`config.mk`:
```
export PLATFORM = sky130hd
export DESIGN_NAME = req_aligner
export DESIGN_NICKNAME = d
export VERILOG_FILES = /design/src/hdl/cache_data_pkg.sv /design/src/hdl/req_aligner.sv
export SDC_FILE = /design/constraint.sdc
export NUM_CORES = 1
export LEC_CHECK = 0
export BUFFER_PORTS_ARGS = -buffer_cell sky130_fd_sc_hd__buf_4
export CAP_MARGIN = 5
export CELL_PAD_IN_SITES_DETAIL_PLACEMENT = 1
export CELL_PAD_IN_SITES_GLOBAL_PLACEMENT = 1
export CORE_MARGIN = 2
export CORE_UTILIZATION = 20
export DETAILED_ROUTE_END_ITERATION = 7
export GPL_ROUTABILITY_DRIVEN = 1
export PLACE_DENSITY_LB_ADDON = 0.2
export RECOVER_POWER = 50
export SYNTH_ARGS = -nofsm -noshare
export SYNTH_HDL_FRONTEND = slang
export SYNTH_SLANG_ARGS = --single-unit
```
`constraint.sdc`:
```
create_clock -name vclk -period 2.4
set_input_delay 0.48 -clock vclk [all_inputs]
set_output_delay 0.48 -clock vclk [all_outputs]
set_load 0.01 [all_outputs]
```
`src/hdl/cache_data_pkg.sv`:
```
// shared word, enable, register id and opcode types plus line layout, imported by every design file
`default_nettype none

package cache_data_pkg;

    // ============================================================
    // core interface types
    // ============================================================
    typedef logic [31:0] t_word;    // one data word
    typedef logic [3:0]  t_byte_en; // one enable per byte of a word
    typedef logic [4:0]  t_reg_id;  // destination register, echoed on read
    typedef logic [1:0]  t_opcode;

    localparam t_opcode RD_OP = 2'd0;
    localparam t_opcode WR_OP = 2'd1;

    // ============================================================
    // line layout
    // ============================================================
    localparam int WORDS_PER_LINE = 4;  // also the number of banks
    localparam int BYTES_PER_WORD = 4;
    localparam int OFFSET_BITS    = 4;  // address bits below the line address

    // offset fields inside the low address bits
    localparam int WORD_OFFSET_MSB = 3;
    localparam int WORD_OFFSET_LSB = 2;
    localparam int BYTE_OFFSET_MSB = 1;
    localparam int BYTE_OFFSET_LSB = 0;

    typedef logic [WORD_OFFSET_MSB-WORD_OFFSET_LSB:0] t_word_offset;
    typedef logic [BYTE_OFFSET_MSB-BYTE_OFFSET_LSB:0] t_byte_offset;

endpackage

`default_nettype wire
```
`src/hdl/req_aligner.sv`:
```
// splits a core request into line and offsets, aligns write data and drives bank write strobes
`timescale 1ns/1ps
`default_nettype none

module req_aligner
    import cache_data_pkg::*;
#(
    parameter int CL_ADRS_WIDTH = 8
) (
    // core request
    input  logic                                 req_valid,
    input  t_opcode                              req_opcode,
    input  logic [CL_ADRS_WIDTH+OFFSET_BITS-1:0] req_address,
    input  t_word                                req_data,
    input  t_byte_en                             req_byte_en,
    input  logic                                 req_sign_extend,
    input  t_reg_id                              req_reg_id,
    // toward the banks
    output logic [CL_ADRS_WIDTH-1:0]             line_address,
    output t_word_offset                         word_offset,
    output t_byte_offset                         byte_offset,
    output logic [WORDS_PER_LINE-1:0]            bank_wr,
    output t_word                                wr_data,
    output t_byte_en                             wr_byte_en,
    // toward the formatter
    output logic                                 rd_strobe,
    output t_byte_en                             rd_byte_en,
    output logic                                 rd_sign_extend,
    output t_reg_id                              rd_reg_id,
    output logic [CL_ADRS_WIDTH+OFFSET_BITS-1:0] rd_address
);

    localparam int ADRS_WIDTH = CL_ADRS_WIDTH + OFFSET_BITS;

    logic wr_req;

    // ============================================================
    // address split
    // ============================================================
    assign line_address = req_address[ADRS_WIDTH-1:OFFSET_BITS];
    assign word_offset  = req_address[WORD_OFFSET_MSB:WORD_OFFSET_LSB];
    assign byte_offset  = req_address[BYTE_OFFSET_MSB:BYTE_OFFSET_LSB];

    // ============================================================
    // write alignment
    // ============================================================
    // data and enables move up by the byte offset,
    // enables pushed past byte 3 fall off the word
    always_comb begin
        case (byte_offset)
            2'd1: begin
                wr_data    = {req_data[23:0], 8'h0};
                wr_byte_en = {req_byte_en[2:0], 1'b0};
            end
            2'd2: begin
                wr_data    = {req_data[15:0], 16'h0};
                wr_byte_en = {req_byte_en[1:0], 2'b0};
            end
            2'd3: begin
                wr_data    = {req_data[7:0], 24'h0};
                wr_byte_en = {req_byte_en[0], 3'b0};
            end
            default: begin
                wr_data    = req_data;
                wr_byte_en = req_byte_en;
            end
        endcase
    end

    assign wr_req = req_valid && (req_opcode == WR_OP);

    // one bank per word offset, only the addressed one writes
    always_comb begin
        bank_wr = '0;
        for (int i = 0; i < WORDS_PER_LINE; i++) begin
            if (wr_req && (word_offset == t_word_offset'(i))) begin
                bank_wr[i] = 1'b1;
            end
        end
    end

    // ============================================================
    // read side, passed on unregistered
    // ============================================================
    assign rd_strobe      = req_valid && (req_opcode == RD_OP);
    assign rd_byte_en     = req_byte_en;     // not shifted, applies to the result
    assign rd_sign_extend = req_sign_extend;
    assign rd_reg_id      = req_reg_id;
    assign rd_address     = req_address;     // echoed on the response

endmodule

`default_nettype wire

```
==> flow_summary_export.csv, run 1 <==
group,metric,value,unit
outcome,outcome,"finished clean",
power,clockPowerShare,0,%
critical_path,worstPathMaxFanout,17,
die,io_pins,132,
critical_path,cp_common_cell,"buf_4",
critical_path,cp-start-kind,"input pin",
yosys,yosys_warnings,0,
sta,slew_violations,0,
hold_path,holdPathStages,0,
die,initial_core_util,20.8,%
power,switching_share,45.7,%
critical_path,path_cells,"buf_4 -> buf_4 -> mux2i_1 -> mux2i_1 -> buf_4",
final_layout,nClkBuffers,0,
routing,post_drt_wl_per_cell,14.9,um
yosys,yosys.area.top_type,"mux2i_1",
power,pwr_density_cell,203,nW/um2
power,vdd_drop_max,0.0000467,V
final_layout,drive_above_1_share,50.6,%
critical_path,cp-end-kind,"output pin",
die,rows,24,
yosys,syn_nets,169,
die,coreArea,4380,um2
final_layout,area_growth,47.5,%
yosys,synth_seq_area_share,0,%
global_route,overflow,0,
global_route,grt_max_degree,21,
power,cellLeakagePower,0.741,nW
sta,setup_tns,0,ns
critical_path,crit_path_start,"req_address[1]",
clocking,cts_resized,0,
power,p_int,149,uW
final_layout,antenna_cells,0,
global_route,grt_pass1_vias,1025,
place,io_buffers,96,
routing,drc_errors,0,
critical_path,crit_required,1.92,ns
sta,max_freq,493,MHz
die,die_w,71.5,um
routing,routed_wl,3310,um
sta,rsz0062_at_grt,"no",
sta,min_period,2.03,ns
die,die_h,71.5,um
place,pre_cts_ws,0.365,ns
place,gp_congestion,0.714,
yosys,postSynthCellCount,112,
yosys,synth_area_leaders,"mux2i_1, buf_4, o2bb2ai_1, and2_1, nor2_1",
sta,setup_viol,0,
routing,via_count,1002,
global_route,grt_pass1_wl,4860,um
hold_path,min-delay-start,"req_reg_id[2]",
sta,tightest_slew,0.291,ns
routing,first_pass_iters,4,
yosys,netlist_area,912,um2
power,p_comb_share,100.0,%
place,dpl.hpwl,2740,um
routing,first_iter_violations,8,
global_route,antenna_found_initial,0,
routing,routed_via_density,4.51,
final_layout,seq_area,0,um2
yosys,ys_types,12,
yosys,yosys.area.top_type_share,39.5,%
sta,slew_headroom,80.6,%
hold_path,worst_hold_path_type,"in -> out",
final_layout,final_nets,229,
yosys,syn_avg_cell_area,8.14,um2
final_layout,final_util,30.7,%
sta,layout_setup_ws,0.373,ns
clocking,post-cts-setup-buffers,0,
die,die_area,5120,um2
routing,antenna_left,0,
critical_path,cpPeakStageDelay,0.31,ns
sta,fin_crit_sh,84.4,%
power,switching_power,125,uW
critical_path,crit_type,"in -> out",
global_route,grt.total_usage,11.4,%
flow_run,maxCapViolations,0,
clocking,cts-hold-fix-buffers,0,
sta,hold_viol,0,
critical_path,slowest_stage,"buf_4",
power,seqPwrFrac,0,%
final_layout,seq_cell_count,0,
critical_path,arrival,1.55,ns
logic make-up after synthesis:
family / Yosys count / share of synthesized area [%]
mux: 36 / 39.5
compound gates: 9 / 8.64
simple gates: 26 / 16.5
buf+inv: 41 / 35.4
cells in the final DEF (no fill, tap or decap):
| cell | n |
|---|---|
| and2_1 | 9 |
| and2b_2 | 1 |
| and3_1 | 1 |
| and3b_1 | 3 |
| buf_4 | 85 |
| clkbuf_1 | 14 |
| mux2i_1 | 36 |
| nor2_1 | 10 |
| nor3b_1 | 2 |
| o2bb2ai_1 | 9 |
final cells by class:
cell class | instances | area, um2
Multi-Input combinational cell | 71 | 589
Fill cell | 552 | 3040
Tap cell | 52 | 65.1
Timing Repair Buffer | 99 | 691
path summary, 6_finish.rpt:
| path | end | slack [ns] |
|---|---|---|
| worst max-delay path | wr_data[24] | 0.37 |
| worst min-delay path | rd_reg_id[2] | 0.96 |
routing by layer:
layer	track usage (%)	vias up	routed length, um
li1	-	475	-
met1	13.2	455	1240
met2	22.8	67	1710
met3	1.41	5	349
met4	1.05	0	13
met5	0	-	0
critical path: cells and delay by family:
family	cells	cell delay, ns
buffers and inverters	3	0.67
multiplexers	2	0.38
power groups by stage:
stage	Clock [mW]	Combinational (mW)	Sequential, mW
after detailed placement	0	0.286	0
final	0	0.273	0
after global routing	0	0.296	0
after floorplan	0	0.176	0
after global placement	0	0.279	0
after CTS	0	0.286	0
synth_stat cells:
master	count
buf_4	36
mux2i_1	36
nor2_1	10
and2_1	9
o2bb2ai_1	9
and3b_1	3
buf_2	2
buf_6	2
nor3b_1	2
and2b_2	1
and3_1	1
buf_12	1
through the flow:
step / cell area, um2 / total power, mW / hold slack [ns] / std cells
6_report: 1350 / 0.273 / 0.960 / 222
3_5_place_dp: 1400 / 0.286 / 0.960 / 222
2_1_floorplan: 912 / 0.176 / 1.01 / 112
4_1_cts: 1400 / 0.286 / 0.960 / 222
3_3_place_gp: 1400 / 0.279 / 0.960 / 222
5_1_grt: 1350 / 0.296 / 0.960 / 222
Note: power is estimated with default switching activity, not from simulation.
==> run 2, diff against run 1 <==
Settings changed: CORE_UTILIZATION 20 to 17.
Clock period 2.4 ns to 1.6 ns, I/O delays scaled along.
==> run 2 against run 1 <==
  * Worst hold slack got worse by 0.32 ns
  * Sequential share of layout area unchanged
  * Combinational power increased by 57%
  * Total power increased by 56%
  * Critical path depth decreased by 1
  * Largest cell class unchanged
  * Via count increased by 3.0%
  * Global-route usage decreased by 0.55 points
  * Routed wire length increased by 4.0%
==> flow_summary_export.csv, run 2 (same netlist as run 1, synthesis figures left out) <==
group,metric,value,unit
routing,drc_errors,0,
sta,rsz0062_at_grt,"no",
place,io_buffers,96,
power,vdd_drop_max,0.0000818,V
routing,routed_via_density,4.25,
sta,hold_viol,0,
global_route,grt_pass1_wl,5490,um
sta,slew_headroom,82.2,%
sta,setup_viol,0,
critical_path,crit_type,"in -> out",
final_layout,seq_cell_count,0,
critical_path,crit_required,1.28,ns
clocking,cts-hold-fix-buffers,0,
routing,via_count,1032,
routing,first_iter_violations,17,
final_layout,nFillCells,649,
global_route,use_met3,2.35,%
critical_path,slowest_stage,"and2b_2",
sta,min_period,1.47,ns
global_route,met2_usage,20.9,%
die,coreArea,5140,um2
critical_path,worstPathMaxFanout,9,
routing,routed_wl,3440,um
place,place_area,1470,um2
global_route,overflow,0,
sta,slew_violations,0,
die,die_h,77.3,um
clocking,cts_resized,0,
global_route,grt.busiest_layer,"met2",
sta,setup_tns,0,ns
global_route,met1_usage,12.0,%
power,cellLeakagePower,0.774,nW
final_layout,seq_area,0,um2
final_layout,mostFrequentLayoutCells,"buf_4, mux2i_1, clkbuf_1",
critical_path,cp-end-kind,"output pin",
sta,tightest_slew,0.267,ns
flow_run,maxCapViolations,0,
place,gp_congestion,0.771,
final_layout,multi_input_area,589,um2
final_layout,final_nets,232,
power,finalPower,428,uW
critical_path,path_cells,"buf_4 -> and2b_2 -> o2bb2ai_1 -> buf_4",
sta,fin_crit_sh,92.1,%
sta,max_freq,679,MHz
routing,antenna_left,0,
global_route,grt.total_usage,10.9,%
critical_path,cpPeakStageDelay,0.38,ns
routing,first_pass_iters,2,
final_layout,final_area,1420,um2
place,dpl.hpwl,2990,um
hold_path,worst_hold_path_type,"in -> out",
global_route,grt_pass1_vias,1123,
critical_path,cp_common_cell,"buf_4",
die,initial_core_util,17.7,%
routing,post_drt_wl_per_cell,14.1,um
sta,hold_slack,0.640,ns
final_layout,area_growth,56.0,%
critical_path,arrival,1.15,ns
critical_path,cp-start-kind,"input pin",
final_layout,nClkBuffers,0,
clocking,post-cts-setup-buffers,0,
die,die_area,5970,um2
die,io_pins,132,
final_layout,drive_above_1_share,52.6,%
outcome,outcome,"finished clean",
power,pwr_density_cell,301,nW/um2
global_route,antenna_found_initial,0,
global_route,grt_max_degree,17,
die,rows,26,
final_layout,final_common_cell,"buf_4",
final_layout,antenna_cells,0,
die,die_w,77.3,um
[run 2: stage by stage]
stage	setup slack, ns	utilization (%)	instances
global placement	0.151	28.6	243
floorplan	0.296	-	112
global route	0.0480	27.7	243
finish	0.127	27.7	243
detailed placement	0.103	28.6	243
CTS	0.101	28.6	243
[run 2: cell type report]
cell class	instances	share of cell area, %
timing repair buffer	102	52.4
multi-input combinational	71	41.4
tap	70	6.16
[run 2: final timing paths]
kind | start | to | slack [ns] | cells after the start
setup / recovery | req_address[1] | wr_data[19] | 0.13 | 4
hold / removal | req_reg_id[1] | rd_reg_id[1] | 0.64 | 0
[run 2: layer usage]
metal	wire length [um]	vias to the layer above	share of wire (%)
met5	0	-	0
met4	78	0	2.3
met3	363	19	11
met2	1660	69	48
met1	1330	464	39
li1	-	480	-
[run 2: power breakdown]
group / leakage (nW) / switching [mW] / internal [mW] / total, mW
combinational: 0.774 / 0.192 / 0.236 / 0.428
clock: 0 / 0 / 0 / 0
sequential: 0 / 0 / 0 / 0
total: 0.774 / 0.192 / 0.236 / 0.428
[run 2: critical path: cells and delay by family]
kind,cells,cell delay (ns)
buffers and inverters,2,0.29
and+or+nand+nor,1,0.38
AOI/OAI and AO/OA,1,0.17
