### src/hdl/cache_data_pkg.sv
// shared word, enable, register id and opcode types plus line layout, imported by every design file
`default_nettype none

package cache_data_pkg;

    // ============================================================
    // core interface types
    // ============================================================
    typedef logic [31:0] t_word;    // one data word
    typedef logic [3:0]  t_byte_en; // one enable per byte of a word
    typedef logic [4:0]  t_reg_id;  // destination register, echoed on read
    typedef logic [1:0]  t_opcode;

    localparam t_opcode RD_OP = 2'd0;
    localparam t_opcode WR_OP = 2'd1;

    // ============================================================
    // line layout
    // ============================================================
    localparam int WORDS_PER_LINE = 4;  // also the number of banks
    localparam int BYTES_PER_WORD = 4;
    localparam int OFFSET_BITS    = 4;  // address bits below the line address

    // offset fields inside the low address bits
    localparam int WORD_OFFSET_MSB = 3;
    localparam int WORD_OFFSET_LSB = 2;
    localparam int BYTE_OFFSET_MSB = 1;
    localparam int BYTE_OFFSET_LSB = 0;

    typedef logic [WORD_OFFSET_MSB-WORD_OFFSET_LSB:0] t_word_offset;
    typedef logic [BYTE_OFFSET_MSB-BYTE_OFFSET_LSB:0] t_byte_offset;

endpackage

`default_nettype wire
### src/hdl/rsp_formatter.sv
// picks the addressed bank word, shifts, masks and sign-extends it, then registers the read response
`timescale 1ns/1ps
`default_nettype none

module rsp_formatter
    import cache_data_pkg::*;
#(
    parameter int CL_ADRS_WIDTH = 8
) (
    input  logic                                 clk,
    input  logic                                 rst,
    // read request, same cycle as the bank read
    input  logic                                 rd_strobe,
    input  t_word_offset                         word_offset,
    input  t_byte_offset                         byte_offset,
    input  t_word [WORDS_PER_LINE-1:0]           bank_rd_data, // lane 0 lowest
    input  t_byte_en                             rd_byte_en,
    input  logic                                 rd_sign_extend,
    input  t_reg_id                              rd_reg_id,
    input  logic [CL_ADRS_WIDTH+OFFSET_BITS-1:0] rd_address,
    // core response
    output logic                                 rsp_valid,
    output logic [CL_ADRS_WIDTH+OFFSET_BITS-1:0] rsp_address,
    output t_word                                rsp_data,
    output t_reg_id                              rsp_reg_id
);

    t_word sel_word;     // word of the addressed bank
    t_word shifted_word; // after the down shift
    t_word rd_word;      // masked and extended

    // ============================================================
    // word select and alignment
    // ============================================================
    assign sel_word = bank_rd_data[word_offset];

    // zero fill from the top
    always_comb begin
        case (byte_offset)
            2'd1:    shifted_word = {8'h0, sel_word[31:8]};
            2'd2:    shifted_word = {16'h0, sel_word[31:16]};
            2'd3:    shifted_word = {24'h0, sel_word[31:24]};
            default: shifted_word = sel_word;
        endcase
    end

    // ============================================================
    // byte mask and sign extension
    // ============================================================
    // a cleared byte copies the bit right below it when extending,
    // so the top bit of the highest enabled byte spreads upward
    always_comb begin
        logic top_bit;
        top_bit = 1'b0;
        rd_word = '0;
        for (int b = 0; b < BYTES_PER_WORD; b++) begin
            if (rd_byte_en[b]) begin
                rd_word[8*b +: 8] = shifted_word[8*b +: 8];
            end else if ((b > 0) && rd_sign_extend) begin
                rd_word[8*b +: 8] = {8{top_bit}};
            end else begin
                rd_word[8*b +: 8] = 8'h0; // byte 0 never extends
            end
            top_bit = rd_word[8*b+7];
        end
    end

    // ============================================================
    // response register
    // ============================================================
    always_ff @(posedge clk) begin
        if (rst) begin
            rsp_valid <= 1'b0;
        end else begin
            rsp_valid <= rd_strobe; // exactly one cycle after the request
        end
    end

    // payload held between responses
    always_ff @(posedge clk) begin
        if (rd_strobe) begin
            rsp_address <= rd_address;
            rsp_data    <= rd_word;
            rsp_reg_id  <= rd_reg_id;
        end
    end

endmodule

`default_nettype wire

### config.mk
export PLATFORM = sky130hd
export DESIGN_NAME = rsp_formatter
export DESIGN_NICKNAME = d
export VERILOG_FILES = /design/src/hdl/cache_data_pkg.sv /design/src/hdl/rsp_formatter.sv
export SDC_FILE = /design/constraint.sdc
export NUM_CORES = 1
export LEC_CHECK = 0
export BUFFER_PORTS_ARGS = -buffer_cell sky130_fd_sc_hd__buf_2
export CORE_MARGIN = 2
export CORE_UTILIZATION = 35
export CTS_CLUSTER_DIAMETER = 100
export DETAILED_ROUTE_END_ITERATION = 10
export PLACE_DENSITY = 0.71
export SYNTH_ARGS = -nofsm -noshare
export SYNTH_HDL_FRONTEND = slang
export SYNTH_SLANG_ARGS = --single-unit
### constraint.sdc
create_clock -name clk -period 2.6 [get_ports clk]
set_input_delay 0.26 -clock clk [delete_from_list [all_inputs] [get_ports clk]]
set_output_delay 0.26 -clock clk [all_outputs]
set_load 0.05 [all_outputs]
==> metrics, run 1 <==
Final Util=between 40% and 50%; Synth Cell Area=approximately 3300 µm²; post-route ant nets=0; placed insts=between 500 and 600; FP Rows=35; DR DRC count=0; HP Class=in2reg; hold path cells=2; vias in the first global route=around 2700; flops & latches, synth=50; Synth top area share=45.2%; Die Y=100 µm; met1 Use GR=22.4%; Crit Path Max Fanout=11; Largest stage delay, worst path=~0.44 ns; Hold Vio Cnt, Final=0; ranking of synthesized cells by area=edfxtp_1 (45%), mux4_2 (15%), mux4_1 (5.7%), nand2_1 (4.4%), mux2i_1 (4.3%); Post-CTS Setup Inserts=0; CP Launch Type=input pin; total wire length=a little over 9000 µm; CTS sink cnt=50; worst setup path category=in2reg; Via density=around 5; Cells after Synth=224; Hold Slack=0.109 ns; Resized cells post-CTS=0; # Max-Cap Violations=0; Routed wire per std cell=16.9 µm; All-Layer GR Usage=~17%; setup violators final=0; Layout Nets=~580; first-pass GRT wire length=13700 µm; Clk pin slew, worst setup/hold paths=roughly 0.080 ns; most frequent cells in the layout=buf_2 (206), edfxtp_1 (49), nand2_1 (38); register area share after synthesis=between 40% and 50%; worst hold start=rst; Final TNS setup=0 ns; main flop type after synthesis=edfxtp_1; H-tree depth=2; crit path capture type=register; critical-path cell list=buf_2 -> mux2_1 -> o22ai_2 -> nor4_4 -> o311ai_4 -> nand2_1; final RePlAce weighted congestion=between 0.8 and 0.9; status=complete, no violations; Die X=roughly 100 µm; Die ar.=10100 µm²; Syn. warnings=0; total congestion overflow=0; final slew viol count=0; most common cell after layout, fill and taps aside=buf_2; number of fill cells=between 800 and 900; number of synthesized flops with an enable pin=49; met3 usage=under 10%; first-pass detailed-route iteration total=4; share of layout cells above drive strength 1=between 60% and 70%; Worst Path Required=2.63 ns; worst slew pin tran=about 0.86 ns; number of port buffers=around 210; Initial Utilization=between 30% and 40%; Layout Cells excl Fill=around 540; Longest Clk Path Bufs=2; largest net degree at the start of global routing=28; met2 global-route usage=29.3%; CTS tree=yes; initial antenna violation count=1; CP max stage cell=o311ai_4; post-synth cell types=37; core area=about 9100 µm²; hold_buf cts=0; I/O Pins=between 200 and 250; WP data arrival=approximately 1.8 ns; Max-slew headroom=between 40% and 50%; post-synth top area cell=edfxtp_1; busiest metal layer after global routing=met2; Leakage Power=~2.0 nW; maximum vdd drop=0.229 mV; area grow syn2layout=36.2%; Synthesized Nets=381; highest clock rate=approximately 0.56 GHz; cts bufs inserted=5; CTS root buf=clkbuf_8; total power=about 2.2 mW; crit share post-route=roughly 70%; # diodes=0; pwr/cell area=roughly 500 nW/µm²; RSZ-0062 raised after global routing=false; syn_area_per_cell=14.5 µm²; worst setup path start=word_offset[1]; FFs w/ async S/R, synth=0%; 1st-iter DRT viols=between 100 and 150; total number of vias=~2700; Hold Path End=rsp_valid; minimum clock period=about 1.8 ns; post-DP HPWL=roughly 7700 µm
-- cell usage after synthesis (all sizes together), types with 2 or more instances --
cell,n
o211a,7
or2,2
o21ai,18
clkbuf,4
mux2,15
nand2b,4
edfxtp,49
nor2b,4
o311ai,2
buf,13
mux4,29
nand2,38
a21oi,7
o22ai,4
nor2,3
nor4,2
mux2i,14
-- how the worst max path moves through the flow --
stage | slack, ns | cells after the start | to
2_1_floorplan | 0.79 | 6 | rsp_data[31]
3_3_place_gp | 0.52 | 5 | rsp_data[1]
3_5_place_dp | 0.51 | 5 | rsp_data[1]
4_1_cts | 0.83 | 5 | rsp_data[1]
5_1_grt | 0.74 | 6 | rsp_data[17]
6_report | 0.82 | 6 | rsp_data[24]
-- cell type report --
class / count / area (µm²) / area share, %
Multi-Input combinational cell: 156 / 1620 / 36.6
Sequential cell: 50 / 1490 / 33.7
Timing Repair Buffer: 212 / 1090 / 24.6
Tap cell: 111 / 139 / 3.14
Clock buffer: 6 / 72.6 / 1.64
Clock inverter: 2 / 15.0 / 0.339
Inverter: 1 / 3.75 / 0.0847
-- kinds of logic after synthesis --
logic type,share of synthesized area [%]
buffers and inverters,4.38
DFF,45.8
AOI/OAI and AO/OA,10.3
and+or+nand+nor,8.92
muxes,30.5
-- routing by layer --
metal	up-vias	share of wire, %
met5	-	0.14
met4	2	1.6
met3	13	8.2
met2	141	48
met1	1239	42
li1	1300	-
-- worst max-delay path: cells and delay by family --
kind                   cells  cell delay [ns]
AO/OA/AOI/OAI              2             0.70
buffers and inverters      1             0.23
AND/OR/NAND/NOR            2             0.24
multiplexers               1             0.36
-- sequential cells by signal (all words and copies together) (netlist names) --
name / cells
rsp_valid: 1
rsp_address: 12
rsp_data: 32
rsp_reg_id: 5
-- metrics by stage --
stage | setup WS (ns) | cell area [µm²]
floorplan | 0.791 | 3250
global placement | 0.524 | 4340
detailed placement | 0.506 | 4340
CTS | 0.827 | 4430
global route | 0.738 | 4430
finish | 0.820 | 4430
-- power by group --
group / switching, mW / internal, mW / leakage, nW
combinational: 0.489 / 0.284 / 1.52
clock: 0.250 / 0.190 / 0.0374
sequential: 0.0194 / 0.971 / 0.482
total: 0.759 / 1.44 / 2.04
Power figures use the tool's default switching activity.
==> run 2: changes to the inputs <==
Settings changed: ABC_AREA set to 1.
Clock period 2.6 ns to 1.7 ns, I/O delays scaled along.
==> run 2 against run 1 <==
Net effect: clock power grew 85%; final area is 3.6% higher; routed wire length up 22%; sequential power grew 52%; first-iteration DRC count up 82%; via count is 37% higher; non-clock buffer count increased by 11; die area is 0.67% lower; highest routed layer is now met4.
==> metrics, run 2 <==
status=complete, no violations; critical-path cell list=buf_2 -> inv_2 -> buf_12 -> o21ai_0 -> o22a_1 -> o22ai_1 -> o21ai_0 -> nand2_1; setup violators final=0; largest net degree at the start of global routing=39; Syn. warnings=0; post-synth cell types=28; hold_buf cts=0; Die Y=between 100 and 150 µm; Synth top area share=a little under half; crit share post-route=around 90%; vias in the first global route=approximately 3400; Via density=about 5.1; CTS tree=yes; Most common cell on crit path=o21ai_0; number of port buffers=a little over 200; Largest Register=rsp_data; most common cell after layout, fill and taps aside=buf_2; count leader, synth=nand2_1; worst slew pin tran=just over 0.4 ns; Hold Vio Cnt, Final=0; worst setup path category=in2reg; Clk pin slew, worst setup/hold paths=0.09 ns; placed instance area=about 4500 µm²; post-DP HPWL=between 9000 and 10000 µm; most frequent cells in the layout=buf_2 (206), nand2_1 (118), edfxtp_1 (49); Synthesized Nets=around 570; total wire length=11100 µm; area grow syn2layout=42.0%; cts bufs inserted=5; Crit Path Max Fanout=34; RSZ-0062 raised after global routing=false; worst setup path start=word_offset[0]; CTS sink cnt=50; Die ar.=between 10000 and 15000 µm²; WP data arrival=1.60 ns; final RePlAce weighted congestion=roughly 0.9; ranking of synthesized cells by area=edfxtp_1 (46%), nand2_1 (14%), nand3_1 (5.7%), o21ai_0 (5.6%), nor2_1 (5.2%); Crit path buffers/inverters=3; Resized cells post-CTS=0; # Max-Cap Violations=0; worst hold start=rst; CP max stage cell=o21ai_0; FFs w/ async S/R, synth=0%; setup slack at placement=-0.123 ns; first-pass GRT wire length=approximately 17000 µm; post-route ant nets=0; I/O Pins=~210; Longest Clk Path Bufs=2; pwr/cell area=~770 nW/µm²; Initial Utilization=a little over a third; Die X=100 µm; register area share after synthesis=46.2%; total number of vias=roughly 3700; Leakage Power=about 2.3 nW; Largest stage delay, worst path=0.27 ns; FP Rows=35; final slew viol count=0; total congestion overflow=0; Layout Nets=775; Routed wire per std cell=15.2 µm; crit path capture type=register; CTS root buf=clkbuf_8; number of synthesized flops with an enable pin=49; first-pass detailed-route iteration total=4; minimum clock period=~1.6 ns; All-Layer GR Usage=between 20% and 30%; HP Class=in2reg; share of layout cells above drive strength 1=between 40 and 50%; final worst setup slack=roughly 0.15 ns; DR DRC count=0; 1st-iter DRT viols=around 220; core area=9110 µm²; final instance area=about 4600 µm²; Final Util=around half; Top Registers=rsp_data: 32 flops, rsp_address: 12 flops, rsp_reg_id: 5 flops; Cells after Synth=between 400 and 500; post-synth top area cell=edfxtp_1; H-tree depth=2; Post-CTS Setup Inserts=0; Synth Cell Area=around 3200 µm²; CP delay by family, top=compound AO/OA/AOI/OAI gates; CP Launch Type=input pin; main flop type after synthesis=edfxtp_1; Synth top cells by count=nand2_1 (118), edfxtp_1 (49), nor2_1 (45); Worst Path Required=roughly 1.8 ns; # diodes=0; max FFs per register=32; initial antenna violation count=0; highest clock rate=0.645 GHz; syn_area_per_cell=between 7 and 8 µm²; flops & latches, synth=50; maximum vdd drop=roughly 0.31 mV; Max-slew headroom=slightly above 70%
==> run 2: final timing paths <==
path	end	depth (start not counted)	slack (ns)
worst max-delay path	rsp_data[12]	8	0.15
worst min-delay path	rsp_valid	2	0.03
==> run 2: area by class of cell <==
type	instances	area, µm²
inverter	24	91.3
fill	931	4520
tap	111	139
timing repair buffer	223	1230
clock inverter	2	37.5
sequential	50	1490
multi-input combinational	314	1520
clock buffer	6	72.6
==> run 2: cell families (layout without fill, tap and decap cells) <==
logic type / count (synthesis) / in the layout / share of synthesized area (%)
and+or+nand+nor: 220 / 220 / 29.9
buffers and inverters: 48 / 255 / 6.70
AOI/OAI and AO/OA: 94 / 94 / 17.2
DFF: 50 / 50 / 46.2
==> run 2: stage by stage <==
stage	total power, mW	hold slack [ns]	TNS [ns]	std cells
after floorplan	2.31	0.241	0	412
after global placement	2.76	0.331	-0.207	722
after detailed placement	2.77	0.344	-0.938	722
after CTS	3.57	0.0210	0	730
after global routing	3.71	0.0209	0	730
final	3.55	0.0268	0	730
==> run 2: power breakdown <==
group | switching (mW) | total [mW] | internal, mW
clock | 0.375 | 0.814 | 0.439
combinational | 0.836 | 1.23 | 0.392
sequential | 0.0301 | 1.51 | 1.48
total | 1.24 | 3.55 | 2.31
==> run 2: layer usage <==
metal	GRT usage [%]	part of all wire, %	up-vias
met5	0	0	-
met4	6.43	1.7	0
met3	3.90	8.2	13
met2	34.8	47	189
met1	28.3	44	1670
li1	-	-	1826
